[src/cpu_defines.svh]
`ifndef CPU_DEFINES_SVH
`define CPU_DEFINES_SVH

// machine word and register file shape
`define DATA_W 32
`define REG_NUM 32

// fetch starts here after reset
`define RESET_PC 32'h0000_0000

// sll r0, r0, 0
`define NOP_WORD 32'h0000_0000

`endif

[src/isa_pkg.sv]
`default_nettype none

package isa_pkg;

    typedef logic [4:0] reg_idx_t;

    // instruction views, all 32 bits wide
    typedef struct packed {
        logic [5:0] opcode;
        reg_idx_t   rs;
        reg_idx_t   rt;
        reg_idx_t   rd;
        logic [4:0] shamt;
        logic [5:0] funct;
    } rtype_t;

    typedef struct packed {
        logic [5:0]  opcode;
        reg_idx_t    rs;
        reg_idx_t    rt;
        logic [15:0] imm;
    } itype_t;

    typedef struct packed {
        logic [5:0]  opcode;
        logic [25:0] target;
    } jtype_t;

    typedef enum logic [5:0] {
        OP_RTYPE = 6'h00,
        OP_J     = 6'h02,
        OP_BEQ   = 6'h04,
        OP_BNE   = 6'h05,
        OP_ADDIU = 6'h09,
        OP_LUI   = 6'h0f,
        OP_LW    = 6'h23,
        OP_SW    = 6'h2b
    } opcode_e;

    typedef enum logic [5:0] {
        FN_ADDU = 6'h21,
        FN_SUBU = 6'h23,
        FN_AND  = 6'h24,
        FN_OR   = 6'h25,
        FN_SLT  = 6'h2a
    } funct_e;

    typedef enum logic [2:0] {
        ALU_ADD,
        ALU_SUB,
        ALU_AND,
        ALU_OR,
        ALU_SLT,
        ALU_LUI
    } alu_op_e;

    typedef struct packed {
        logic    regwrite;
        logic    memread;
        logic    memwrite;
        logic    alusrc_imm;
        logic    regdst_rd;
        alu_op_e alu_op;
        logic    is_branch;
        logic    branch_ne;
        logic    is_jump;
    } ctrl_word;

endpackage

`default_nettype wire

[src/pipe_pkg.sv]
`include "cpu_defines.svh"
`default_nettype none

package pipe_pkg;

    typedef logic [`DATA_W-1:0] word_t;

    typedef struct packed {
        logic f;
        logic d;
        logic e;
        logic m;
        logic w;
    } stage_vec;

    typedef enum logic [1:0] {
        FWD_NONE = 2'b00,
        FWD_MEM  = 2'b01,
        FWD_WB   = 2'b10
    } fwd_sel_e;

    typedef struct packed {
        word_t instr;
        word_t pc;
    } ftod_t;

    typedef struct packed {
        word_t             pc;
        isa_pkg::reg_idx_t rs;
        isa_pkg::reg_idx_t rt;
        word_t             rs_data;
        word_t             rt_data;
        word_t             imm;
        isa_pkg::reg_idx_t dst;
        isa_pkg::ctrl_word ctrl;
    } dtoe_t;

    typedef struct packed {
        word_t             pc;
        word_t             alu_result;
        word_t             store_data;
        isa_pkg::reg_idx_t dst;
        isa_pkg::ctrl_word ctrl;
    } etom_t;

    typedef struct packed {
        word_t             pc;
        word_t             alu_result;
        word_t             load_data;
        isa_pkg::reg_idx_t dst;
        isa_pkg::ctrl_word ctrl;
    } mtow_t;

    // what each stage tells the hazard unit
    typedef struct packed {
        isa_pkg::reg_idx_t rs;
        isa_pkg::reg_idx_t rt;
        logic              is_branch;
    } dtoh_t;

    typedef struct packed {
        isa_pkg::reg_idx_t rs;
        isa_pkg::reg_idx_t rt;
        isa_pkg::reg_idx_t dst;
        logic              regwrite;
        logic              memread;
    } etoh_t;

    typedef struct packed {
        isa_pkg::reg_idx_t dst;
        logic              regwrite;
        logic              memread;
    } mtoh_t;

    typedef struct packed {
        isa_pkg::reg_idx_t dst;
        logic              regwrite;
    } wtoh_t;

    typedef struct packed {
        fwd_sel_e fwd_a;
        fwd_sel_e fwd_b;
    } htod_t;

    typedef struct packed {
        fwd_sel_e fwd_a;
        fwd_sel_e fwd_b;
    } htoe_t;

    // operand source chosen by the hazard unit
    function automatic word_t fwd_pick(
        input fwd_sel_e sel,
        input word_t    reg_val,
        input word_t    m_val,
        input word_t    w_val
    );
        case (sel)
            FWD_MEM: return m_val;
            FWD_WB:  return w_val;
            default: return reg_val;
        endcase
    endfunction

endpackage

`default_nettype wire

[src/regfile.sv]
`include "cpu_defines.svh"
`timescale 1ns/1ps
`default_nettype none

module regfile (
    input  logic               clk,
    input  logic               rst_n,
    input  logic               wen,
    input  logic [4:0]         waddr,
    input  logic [`DATA_W-1:0] wdata,
    input  logic [4:0]         raddr_a,
    input  logic [4:0]         raddr_b,
    output logic [`DATA_W-1:0] rdata_a,
    output logic [`DATA_W-1:0] rdata_b
);

    logic [`DATA_W-1:0] regs [`REG_NUM];
    logic               wr_live;

    // r0 is never written
    assign wr_live = wen && (waddr != '0);

    always_ff @(posedge clk) begin
        if (!rst_n) begin
            for (int i = 0; i < `REG_NUM; i++) begin
                regs[i] <= '0;
            end
        end else if (wr_live) begin
            regs[waddr] <= wdata;
        end
    end

    // write-through, decode sees the value written back this cycle
    assign rdata_a = (raddr_a == '0) ? '0 :
                     (wr_live && raddr_a == waddr) ? wdata : regs[raddr_a];
    assign rdata_b = (raddr_b == '0) ? '0 :
                     (wr_live && raddr_b == waddr) ? wdata : regs[raddr_b];

endmodule

`default_nettype wire

[src/decode.sv]
`timescale 1ns/1ps
`default_nettype none

module decode (
    input  pipe_pkg::ftod_t   ftod,
    input  pipe_pkg::word_t   rs_data,
    input  pipe_pkg::word_t   rt_data,
    input  pipe_pkg::word_t   m_result,
    input  pipe_pkg::word_t   w_result,
    input  pipe_pkg::htod_t   htod,
    output isa_pkg::reg_idx_t rs_addr,
    output isa_pkg::reg_idx_t rt_addr,
    output pipe_pkg::dtoe_t   dtoe,
    output pipe_pkg::dtoh_t   dtoh,
    output pipe_pkg::word_t   next_pc
);

    isa_pkg::rtype_t   r_view;
    isa_pkg::itype_t   i_view;
    isa_pkg::jtype_t   j_view;
    isa_pkg::ctrl_word ctrl;
    isa_pkg::reg_idx_t dst;
    pipe_pkg::word_t   imm_sext;
    pipe_pkg::word_t   rs_fwd;
    pipe_pkg::word_t   rt_fwd;
    pipe_pkg::word_t   slot_pc;
    logic              taken;

    assign r_view = ftod.instr;
    assign i_view = ftod.instr;
    assign j_view = ftod.instr;

    assign rs_addr  = r_view.rs;
    assign rt_addr  = r_view.rt;
    assign imm_sext = {{16{i_view.imm[15]}}, i_view.imm};

    always_comb begin
        ctrl = '0;
        ctrl.alu_op = isa_pkg::ALU_ADD;
        case (isa_pkg::opcode_e'(r_view.opcode))
            isa_pkg::OP_RTYPE: begin
                ctrl.regdst_rd = 1'b1;
                ctrl.regwrite  = 1'b1;
                case (isa_pkg::funct_e'(r_view.funct))
                    isa_pkg::FN_ADDU: ctrl.alu_op = isa_pkg::ALU_ADD;
                    isa_pkg::FN_SUBU: ctrl.alu_op = isa_pkg::ALU_SUB;
                    isa_pkg::FN_AND:  ctrl.alu_op = isa_pkg::ALU_AND;
                    isa_pkg::FN_OR:   ctrl.alu_op = isa_pkg::ALU_OR;
                    isa_pkg::FN_SLT:  ctrl.alu_op = isa_pkg::ALU_SLT;
                    // nop and anything outside the subset
                    default:          ctrl.regwrite = 1'b0;
                endcase
            end
            isa_pkg::OP_ADDIU: begin
                ctrl.regwrite   = 1'b1;
                ctrl.alusrc_imm = 1'b1;
            end
            isa_pkg::OP_LUI: begin
                ctrl.regwrite   = 1'b1;
                ctrl.alusrc_imm = 1'b1;
                ctrl.alu_op     = isa_pkg::ALU_LUI;
            end
            isa_pkg::OP_LW: begin
                ctrl.regwrite   = 1'b1;
                ctrl.memread    = 1'b1;
                ctrl.alusrc_imm = 1'b1;
            end
            isa_pkg::OP_SW: begin
                ctrl.memwrite   = 1'b1;
                ctrl.alusrc_imm = 1'b1;
            end
            isa_pkg::OP_BEQ: ctrl.is_branch = 1'b1;
            isa_pkg::OP_BNE: begin
                ctrl.is_branch = 1'b1;
                ctrl.branch_ne = 1'b1;
            end
            isa_pkg::OP_J:   ctrl.is_jump = 1'b1;
            default:         ctrl = '0;
        endcase
        dst = ctrl.regdst_rd ? r_view.rd : r_view.rt;
        // writes to r0 are dropped here
        if (dst == '0) begin
            ctrl.regwrite = 1'b0;
        end
    end

    assign rs_fwd = pipe_pkg::fwd_pick(htod.fwd_a, rs_data, m_result, w_result);
    assign rt_fwd = pipe_pkg::fwd_pick(htod.fwd_b, rt_data, m_result, w_result);

    assign taken   = ctrl.is_branch && ((rs_fwd == rt_fwd) ^ ctrl.branch_ne);
    assign slot_pc = ftod.pc + 32'd4;

    // targets are relative to the delay slot
    always_comb begin
        if (ctrl.is_jump) begin
            next_pc = {slot_pc[31:28], j_view.target, 2'b00};
        end else if (taken) begin
            next_pc = slot_pc + {imm_sext[29:0], 2'b00};
        end else begin
            next_pc = slot_pc + 32'd4;
        end
    end

    assign dtoe = '{pc: ftod.pc, rs: r_view.rs, rt: r_view.rt, rs_data: rs_fwd,
                    rt_data: rt_fwd, imm: imm_sext, dst: dst, ctrl: ctrl};

    assign dtoh = '{rs: r_view.rs, rt: r_view.rt, is_branch: ctrl.is_branch};

endmodule

`default_nettype wire

[src/hazard.sv]
`timescale 1ns/1ps
`default_nettype none

module hazard (
    input  pipe_pkg::dtoh_t    dtoh,
    input  pipe_pkg::etoh_t    etoh,
    input  pipe_pkg::mtoh_t    mtoh,
    input  pipe_pkg::wtoh_t    wtoh,
    output pipe_pkg::htod_t    htod,
    output pipe_pkg::htoe_t    htoe,
    output pipe_pkg::stage_vec stall,
    output pipe_pkg::stage_vec flush
);

    logic ex_dep;
    logic mem_dep;
    logic load_use;
    logic branch_dep;
    logic hold;

    function automatic logic hits(
        input isa_pkg::reg_idx_t src,
        input isa_pkg::reg_idx_t dst,
        input logic              wr
    );
        return wr && (src != '0) && (src == dst);
    endfunction

    // memory stage wins over write-back, it holds the younger value
    function automatic pipe_pkg::fwd_sel_e pick(
        input isa_pkg::reg_idx_t src,
        input logic              mem_usable,
        input pipe_pkg::mtoh_t   m,
        input pipe_pkg::wtoh_t   w
    );
        if (mem_usable && hits(src, m.dst, m.regwrite)) begin
            return pipe_pkg::FWD_MEM;
        end
        if (hits(src, w.dst, w.regwrite)) begin
            return pipe_pkg::FWD_WB;
        end
        return pipe_pkg::FWD_NONE;
    endfunction

    always_comb begin
        // a load in memory has only its address on m_result
        htod.fwd_a = pick(dtoh.rs, !mtoh.memread, mtoh, wtoh);
        htod.fwd_b = pick(dtoh.rt, !mtoh.memread, mtoh, wtoh);
        htoe.fwd_a = pick(etoh.rs, 1'b1, mtoh, wtoh);
        htoe.fwd_b = pick(etoh.rt, 1'b1, mtoh, wtoh);
    end

    assign ex_dep  = hits(dtoh.rs, etoh.dst, etoh.regwrite) ||
                     hits(dtoh.rt, etoh.dst, etoh.regwrite);
    assign mem_dep = hits(dtoh.rs, mtoh.dst, mtoh.regwrite) ||
                     hits(dtoh.rt, mtoh.dst, mtoh.regwrite);

    assign load_use   = etoh.memread && ex_dep;
    assign branch_dep = dtoh.is_branch && (ex_dep || (mtoh.memread && mem_dep));
    assign hold       = load_use || branch_dep;

    always_comb begin
        stall   = '0;
        flush   = '0;
        stall.f = hold;
        stall.d = hold;
        // bubble into execute while decode waits
        flush.e = hold;
    end

endmodule

`default_nettype wire

[src/ex_stage.sv]
`timescale 1ns/1ps
`default_nettype none

module ex_stage (
    input  pipe_pkg::dtoe_t dtoe,
    input  pipe_pkg::htoe_t htoe,
    input  pipe_pkg::word_t m_result,
    input  pipe_pkg::word_t w_result,
    output pipe_pkg::etom_t etom,
    output pipe_pkg::etoh_t etoh
);

    pipe_pkg::word_t src_a;
    pipe_pkg::word_t fwd_b;
    pipe_pkg::word_t src_b;
    pipe_pkg::word_t result;

    assign src_a = pipe_pkg::fwd_pick(htoe.fwd_a, dtoe.rs_data, m_result, w_result);
    assign fwd_b = pipe_pkg::fwd_pick(htoe.fwd_b, dtoe.rt_data, m_result, w_result);
    assign src_b = dtoe.ctrl.alusrc_imm ? dtoe.imm : fwd_b;

    always_comb begin
        case (dtoe.ctrl.alu_op)
            isa_pkg::ALU_ADD: result = src_a + src_b;
            isa_pkg::ALU_SUB: result = src_a - src_b;
            isa_pkg::ALU_AND: result = src_a & src_b;
            isa_pkg::ALU_OR:  result = src_a | src_b;
            isa_pkg::ALU_SLT: result = {31'd0, $signed(src_a) < $signed(src_b)};
            // low half of the immediate moves up
            isa_pkg::ALU_LUI: result = {src_b[15:0], 16'h0000};
            default:          result = '0;
        endcase
    end

    // store data is the forwarded rt, not the immediate
    assign etom = '{pc: dtoe.pc, alu_result: result, store_data: fwd_b,
                    dst: dtoe.dst, ctrl: dtoe.ctrl};

    assign etoh = '{rs: dtoe.rs, rt: dtoe.rt, dst: dtoe.dst,
                    regwrite: dtoe.ctrl.regwrite, memread: dtoe.ctrl.memread};

endmodule

`default_nettype wire

[src/datapath.sv]
`include "cpu_defines.svh"
`timescale 1ns/1ps
`default_nettype none

module datapath (
    input  logic               clk,
    input  logic               rst_n,
    input  logic [`DATA_W-1:0] instr,
    input  logic [`DATA_W-1:0] data_rdata,
    output logic [`DATA_W-1:0] pc,
    output logic               data_req,
    output logic               data_wr,
    output logic [`DATA_W-1:0] data_addr,
    output logic [`DATA_W-1:0] data_wdata,
    output logic [`DATA_W-1:0] debug_wb_pc,
    output logic               debug_rf_wen,
    output logic [4:0]         debug_rf_wnum,
    output logic [`DATA_W-1:0] debug_rf_wdata
);

    pipe_pkg::ftod_t    ftod_f;
    pipe_pkg::ftod_t    ftod_d;
    pipe_pkg::dtoe_t    dtoe_d;
    pipe_pkg::dtoe_t    dtoe_e;
    pipe_pkg::etom_t    etom_e;
    pipe_pkg::etom_t    etom_m;
    pipe_pkg::mtow_t    mtow_m;
    pipe_pkg::mtow_t    mtow_w;
    pipe_pkg::dtoh_t    dtoh_d;
    pipe_pkg::etoh_t    etoh_e;
    pipe_pkg::mtoh_t    mtoh_m;
    pipe_pkg::wtoh_t    wtoh_w;
    pipe_pkg::htod_t    htod_d;
    pipe_pkg::htoe_t    htoe_e;
    pipe_pkg::stage_vec stall;
    pipe_pkg::stage_vec flush;

    isa_pkg::reg_idx_t  rs_addr;
    isa_pkg::reg_idx_t  rt_addr;
    logic [`DATA_W-1:0] rs_data;
    logic [`DATA_W-1:0] rt_data;
    logic [`DATA_W-1:0] next_pc;
    logic [`DATA_W-1:0] pc_next;
    logic [`DATA_W-1:0] m_result;
    logic [`DATA_W-1:0] w_result;

    // fetch
    assign ftod_f = '{instr: instr, pc: pc};

    // decode only redirects for control transfers, else sequential
    assign pc_next = (dtoe_d.ctrl.is_branch || dtoe_d.ctrl.is_jump) ? next_pc
                                                                   : pc + 32'd4;

    always_ff @(posedge clk) begin
        if (!rst_n) begin
            pc <= `RESET_PC;
        end else if (!stall.f) begin
            pc <= pc_next;
        end
    end

    regfile u_regfile (
        .clk     (clk),
        .rst_n   (rst_n),
        .wen     (mtow_w.ctrl.regwrite),
        .waddr   (mtow_w.dst),
        .wdata   (w_result),
        .raddr_a (rs_addr),
        .raddr_b (rt_addr),
        .rdata_a (rs_data),
        .rdata_b (rt_data)
    );

    decode u_decode (
        .ftod     (ftod_d),
        .rs_data  (rs_data),
        .rt_data  (rt_data),
        .m_result (m_result),
        .w_result (w_result),
        .htod     (htod_d),
        .rs_addr  (rs_addr),
        .rt_addr  (rt_addr),
        .dtoe     (dtoe_d),
        .dtoh     (dtoh_d),
        .next_pc  (next_pc)
    );

    ex_stage u_ex_stage (
        .dtoe     (dtoe_e),
        .htoe     (htoe_e),
        .m_result (m_result),
        .w_result (w_result),
        .etom     (etom_e),
        .etoh     (etoh_e)
    );

    hazard u_hazard (
        .dtoh  (dtoh_d),
        .etoh  (etoh_e),
        .mtoh  (mtoh_m),
        .wtoh  (wtoh_w),
        .htod  (htod_d),
        .htoe  (htoe_e),
        .stall (stall),
        .flush (flush)
    );

    // memory stage, sram-like port answers in the same cycle
    assign m_result   = etom_m.alu_result;
    assign data_req   = etom_m.ctrl.memread || etom_m.ctrl.memwrite;
    assign data_wr    = etom_m.ctrl.memwrite;
    assign data_addr  = etom_m.alu_result;
    assign data_wdata = etom_m.store_data;

    assign mtow_m = '{pc: etom_m.pc, alu_result: etom_m.alu_result, load_data: data_rdata,
                      dst: etom_m.dst, ctrl: etom_m.ctrl};
    assign mtoh_m = '{dst: etom_m.dst, regwrite: etom_m.ctrl.regwrite,
                      memread: etom_m.ctrl.memread};

    // write-back
    assign w_result = mtow_w.ctrl.memread ? mtow_w.load_data : mtow_w.alu_result;
    assign wtoh_w   = '{dst: mtow_w.dst, regwrite: mtow_w.ctrl.regwrite};

    assign debug_wb_pc    = mtow_w.pc;
    assign debug_rf_wen   = mtow_w.ctrl.regwrite;
    assign debug_rf_wnum  = mtow_w.dst;
    assign debug_rf_wdata = w_result;

    // pipeline registers, flush leaves a zero nop behind
    always_ff @(posedge clk) begin
        if (!rst_n || flush.d) begin
            ftod_d <= '0;
        end else if (!stall.d) begin
            ftod_d <= ftod_f;
        end
        if (!rst_n || flush.e) begin
            dtoe_e <= '0;
        end else if (!stall.e) begin
            dtoe_e <= dtoe_d;
        end
        if (!rst_n || flush.m) begin
            etom_m <= '0;
        end else if (!stall.m) begin
            etom_m <= etom_e;
        end
        if (!rst_n || flush.w) begin
            mtow_w <= '0;
        end else if (!stall.w) begin
            mtow_w <= mtow_m;
        end
    end

endmodule

`default_nettype wire

[config.mk]
export PLATFORM = sky130hd
export DESIGN_NAME = datapath
export DESIGN_NICKNAME = d
export VERILOG_FILES = /design/src/isa_pkg.sv /design/src/pipe_pkg.sv /design/src/regfile.sv /design/src/decode.sv /design/src/hazard.sv /design/src/ex_stage.sv /design/src/datapath.sv
export VERILOG_INCLUDE_DIRS = /design/src /design/src/src
export SDC_FILE = /design/constraint.sdc
export NUM_CORES = 2
export LEC_CHECK = 0
export ABC_AREA = 1
export BUFFER_PORTS_ARGS = -buffer_cell sky130_fd_sc_hd__buf_2
export CAP_MARGIN = 25
export CELL_PAD_IN_SITES_DETAIL_PLACEMENT = 2
export CELL_PAD_IN_SITES_GLOBAL_PLACEMENT = 2
export CORE_AREA = 8 8 473 475
export DETAILED_ROUTE_END_ITERATION = 10
export DIE_AREA = 0 0 481 483
export GPL_TIMING_DRIVEN = 1
export HOLD_SLACK_MARGIN = 0.06
export PLACE_DENSITY = 0.93
export SETUP_SLACK_MARGIN = 0.15
export SYNTH_ARGS = -nofsm -noshare
export SYNTH_HDL_FRONTEND = slang
export SYNTH_SLANG_ARGS = --single-unit
[constraint.sdc]
create_clock -name clk -period 5.9 [get_ports clk]
set_input_delay 0.295 -clock clk [delete_from_list [all_inputs] [get_ports clk]]
set_output_delay 0.295 -clock clk [all_outputs]
set_load 0.005 [all_outputs]
==> impl_metrics.tcl, run 1 <==
set metrics [dict create \
    syn_area_um2 81600 \
    cts_num_sinks 1471 \
    syn_area_per_cell_um2 7.50 \
    die_w_um 481 \
    place_congestion 0.965 \
    ioPinCount 234 \
    clockRootBuffer "clkbuf_16" \
    ys_warn_count 0 \
    numCtsBuffers 175 \
    syn_inst 10900 \
    cts.path.max_buffers 3 \
    dp_hpwl_um 336000 \
    dp.cells 13900 \
    ys_types 64 \
    postSynth.asyncResetShare_pct 0 \
    cts_setup_buffers 54 \
    port_buffers 233 \
    ys.flop_type "edfxtp_1" \
    synth-edff-count 1024 \
    placed_area_um2 90900 \
    ys_seq_elements 1471 \
    hold_buffers 71 \
    error_line "[ERROR DPL-0033] detailed placement checks failed during check placement." \
    rows 171 \
    cts-resized-gates 509 \
    start_util_pct 37.8 \
    ys_seq_area_share_pct 48.6 \
    htree_levels 4 \
    die_h_um 483 \
    haltStage "clock tree synthesis" \
    run_status "did not finish" \
]
[stage by stage]
step / TNS (ns) / worst slack (ns)
after floorplan: 0 / 0.933
after global placement: -4.98 / -0.513
after detailed placement: -20.10 / -1.20
[synth_stat cells, types with 4 or more instances]
cell type	number	area share, %
a31oi_1	26	0.20
xor2_1	52	0.56
dfxtp_1	447	11
nand3b_1	4	0.037
inv_2	25	0.11
o21ai_0	246	1.5
inv_1	667	3.1
o21bai_1	5	0.046
nand3_1	1842	11
clkbuf_1	478	2.2
o21a_1	7	0.064
a221oi_1	43	0.46
o31ai_1	4	0.037
nand4_1	29	0.22
o211ai_1	12	0.11
a22oi_1	4	0.037
ha_1	127	1.9
a21oi_1	300	1.8
xnor2_1	20	0.21
or2_2	17	0.13
a2111oi_0	6	0.064
a21boi_0	7	0.064
buf_1	80	0.37
buf_6	7	0.097
o21ai_1	54	0.33
nand2_2	4	0.031
clkinv_1	5	0.023
o22ai_1	18	0.14
buf_4	120	1.1
nor4_1	14	0.11
nor2_2	4	0.031
buf_2	212	1.3
a41oi_1	9	0.097
nor3_2	5	0.061
edfxtp_1	1024	38
nor2_1	1408	6.5
nand2_1	3428	16
o221ai_1	40	0.43
nor3_1	37	0.23
a211oi_1	6	0.055
[cells by family after synthesis]
| kind of cell | share of synthesized area, % |
|---|---|
| adders and majority gates | 2.02 |
| xor gates and xnor gates | 0.773 |
| buffers and inverters | 8.29 |
| AOI/OAI and AO/OA | 5.64 |
| DFF | 48.6 |
| and+or+nand+nor | 34.6 |
| other | 0.00459 |
==> run 2, diff against run 1 <==
--- a/config.mk
+++ b/config.mk
@@ -9,15 +9,11 @@
 export ABC_AREA = 1
 export BUFFER_PORTS_ARGS = -buffer_cell sky130_fd_sc_hd__buf_2
 export CAP_MARGIN = 25
-export CELL_PAD_IN_SITES_DETAIL_PLACEMENT = 2
-export CELL_PAD_IN_SITES_GLOBAL_PLACEMENT = 2
-export CORE_AREA = 8 8 473 475
+export CORE_AREA = 8 8 461 463
 export DETAILED_ROUTE_END_ITERATION = 10
-export DIE_AREA = 0 0 481 483
+export DIE_AREA = 0 0 469 471
 export GPL_TIMING_DRIVEN = 1
-export HOLD_SLACK_MARGIN = 0.06
-export PLACE_DENSITY = 0.93
-export SETUP_SLACK_MARGIN = 0.15
+export PLACE_DENSITY_LB_ADDON = 0.15
 export SYNTH_ARGS = -nofsm -noshare
 export SYNTH_HDL_FRONTEND = slang
 export SYNTH_SLANG_ARGS = --single-unit
==> impl_metrics.tcl, run 2 <==
set metrics [dict create \
    slew_headroom_pct 24.1 \
    seq_power_share_pct 42.0 \
    ys.flop_type "edfxtp_1" \
    skew_ns 0.0579 \
    start_util_pct 39.7 \
    ys_types 64 \
    nets 11600 \
    placed_area_um2 91100 \
    ys_seq_elements 1471 \
    grt_pass1_vias 77700 \
    die_w_um 469 \
    hold_violations 0 \
    cp.arrival_ns 6.41 \
    min_period_ns 5.74 \
    clock_latency_ns 0.86 \
    max_freq_ghz 0.174 \
    finish.instance_area_um2 100000 \
    p_per_area_nw_per_um2 278 \
    syn_inst 10900 \
    die_area_um2 221000 \
    drtAntennaViolNets 0 \
    slew_violations 0 \
    antenna_found_initial 8 \
    ioPinCount 234 \
    rows 167 \
    yosysTopAreaCellShare_pct 37.7 \
    start_kind "flop" \
    layout_common_cells "3325 x nand2_1, 1754 x nand3_1, 1401 x nor2_1" \
    final_common_cell "nand2_1" \
    leakage_nw 43.1 \
    setup_viol 0 \
    num_vias 82400 \
    critical_path_required_ns 6.57 \
    netSwitchingFraction_pct 29.9 \
    rsz0062_at_grt "yes" \
    critPathMostFrequentCell "nand2_1" \
    synth.most_common_cell "nand2_1" \
    dp_hpwl_um 246000 \
    htree_levels 4 \
    maxCapViolCount 0 \
    cp_slowest_cell "dfxtp_4" \
    place_congestion 0.964 \
    comb_power_share_pct 17.9 \
    fillers 19900 \
    clockRootBuffer "clkbuf_16" \
    syn2layout_area_growth_pct 23.1 \
    synth_top_area_cell "edfxtp_1" \
    period_share_pct 97.3 \
    ys_seq_area_share_pct 48.6 \
    largestRegisters "u_regfile.regs x1024, dtoe_e x134, mtow_w x65" \
    grt_overflow 0 \
    pwr-share-clk_pct 40.1 \
    critPathCaptureType "flop" \
    min_path_type "in2reg" \
    first_pass_iters 8 \
    grtUsageTotal_pct 32.0 \
    critPathMaxStageDelay_ns 0.43 \
    crit_type "reg2reg" \
    synth_common_cells "3428 x nand2_1, 1842 x nand3_1, 1408 x nor2_1" \
    die_h_um 471 \
    drive_gt1_share_pct 15.6 \
    clkTransAtPathRegs_ns 0.06 \
    numCtsBuffers 172 \
    grt_pass1_wl_um 530000 \
    syn_area_um2 81600 \
    postSynth.asyncResetShare_pct 0 \
    power.switching_w 0.00836 \
    ys_warn_count 0 \
    layout.cells.non_filler 14300 \
    syn_area_per_cell_um2 7.50 \
    cts.path.max_buffers 3 \
    drcViolationCount 0 \
    vdd_drop_max_uv 330 \
    wire_per_inst_um 26.3 \
    yosys-top-cells-area "edfxtp_1 38%, nand2_1 16%, nand3_1 11%, dfxtp_1 11%, nor2_1 6.5%" \
    cp_max_fo 9 \
    top_register "u_regfile.regs" \
    synth-edff-count 1024 \
    port_buffers 233 \
    p_int_w 0.0196 \
    largest_reg_flops 1024 \
    cts_tree "yes" \
    dp.cells 13800 \
    grt_max_degree 101 \
    run_status "finished clean" \
    cts_num_sinks 1471 \
    core_area_um2 206000 \
    wl_um 375000 \
    drtIter0Drc 11900 \
    worst_slew_pin_slew_ns 1.14 \
    via_per_inst 5.76 \
]
[run 2: cell counts after synthesis]
Identical to the previous run, type by type.
[run 2: layout make-up]
cell class	instances	area [um^2]	area share, %
inverters	699	2700	2.69
well taps	2704	3380	3.37
repair buffers	1245	12000	12.0
clock inverters	103	1160	1.15
flip-flops and latches	1471	39700	39.5
clock buffers	214	4650	4.62
diodes	3	7.51	0.00747
repair inverters	5	61.3	0.0610
multi-input cells	7847	36700	36.6
[run 2: worst paths after layout]
| kind | cells after the start | slack, ns | start | endpoint |
|---|---|---|---|---|
| max | 42 | 0.16 | flop | pc[29] |
| min | 3 | 0.07 | instr[17] | ftod_d[49] |
| max reg2reg | 42 | 0.16 | flop | pc[29] |
| min reg2reg | 2 | 0.40 | dtoe_e[122] | etom_m[80] |
[run 2: layer usage]
layer	vias to the layer above	part of all wire, %	global-route usage, %
li1	36700	-	-
met2	5454	43	48.8
met3	922	12	7.72
met4	4	5.3	14.3
met1	39300	39	43.2
met5	-	0.0059	0
[run 2: critical path, delay by kind of cell, from the launching register on]
family,cells,cell delay (ns)
flops,1,0.43
compound gates,11,1.47
simple gates,24,2.43
buf+inv,6,0.83
fa+ha+maj,1,0.37
[run 2: metrics by stage]
stage                     power [W]  hold WS, ns  utilization [%]  setup slack (ns)  TNS (ns)
after CTS                    0.0276      0.00339             47.7           0.00127         0
after global routing         0.0287       0.0285             48.9            -0.118    -0.736
after detailed placement     0.0164        0.395             44.3            -0.574     -5.53
final                        0.0279       0.0691             48.9             0.160         0
after global placement       0.0164        0.397             44.3            -0.542     -5.24
after floorplan              0.0142        0.390                -             0.933         0
[run 2: what timing repair did]
item | 4_1_cts | 5_1_grt
hold endpoints to repair | 123 | 0
hold buffers | 61 | 0
cloned | 6 | 32
pin swaps | 3 | 49
endpoints found under the setup margin | 15 | 36
gates resized for setup | 70 | 286
setup buffers | 11 | 47
[run 2: kinds of logic (layout without fill, tap and decap cells)]
| family | after synthesis | count (layout) | synth area share [%] |
|---|---|---|---|
| AOI/OAI and AO/OA | 802 | 802 | 5.64 |
| xor gates and xnor gates | 72 | 72 | 0.773 |
| adders and majority gates | 130 | 130 | 2.02 |
| buffers and inverters | 1596 | 2266 | 8.29 |
| DFF | 1471 | 1471 | 48.6 |
| other | 1 | 35 | 0.00459 |
| and+or+nand+nor | 6811 | 6811 | 34.6 |
[run 2: power groups by stage]
stage,clock network [W],registers (W),logic [W]
2_1_floorplan,0,0.0118,0.00240
3_3_place_gp,0,0.0119,0.00450
3_5_place_dp,0,0.0119,0.00451
4_1_cts,0.0113,0.0117,0.00462
5_1_grt,0.0117,0.0118,0.00527
6_report,0.0112,0.0117,0.00499
Power figures use the tool's default switching activity.
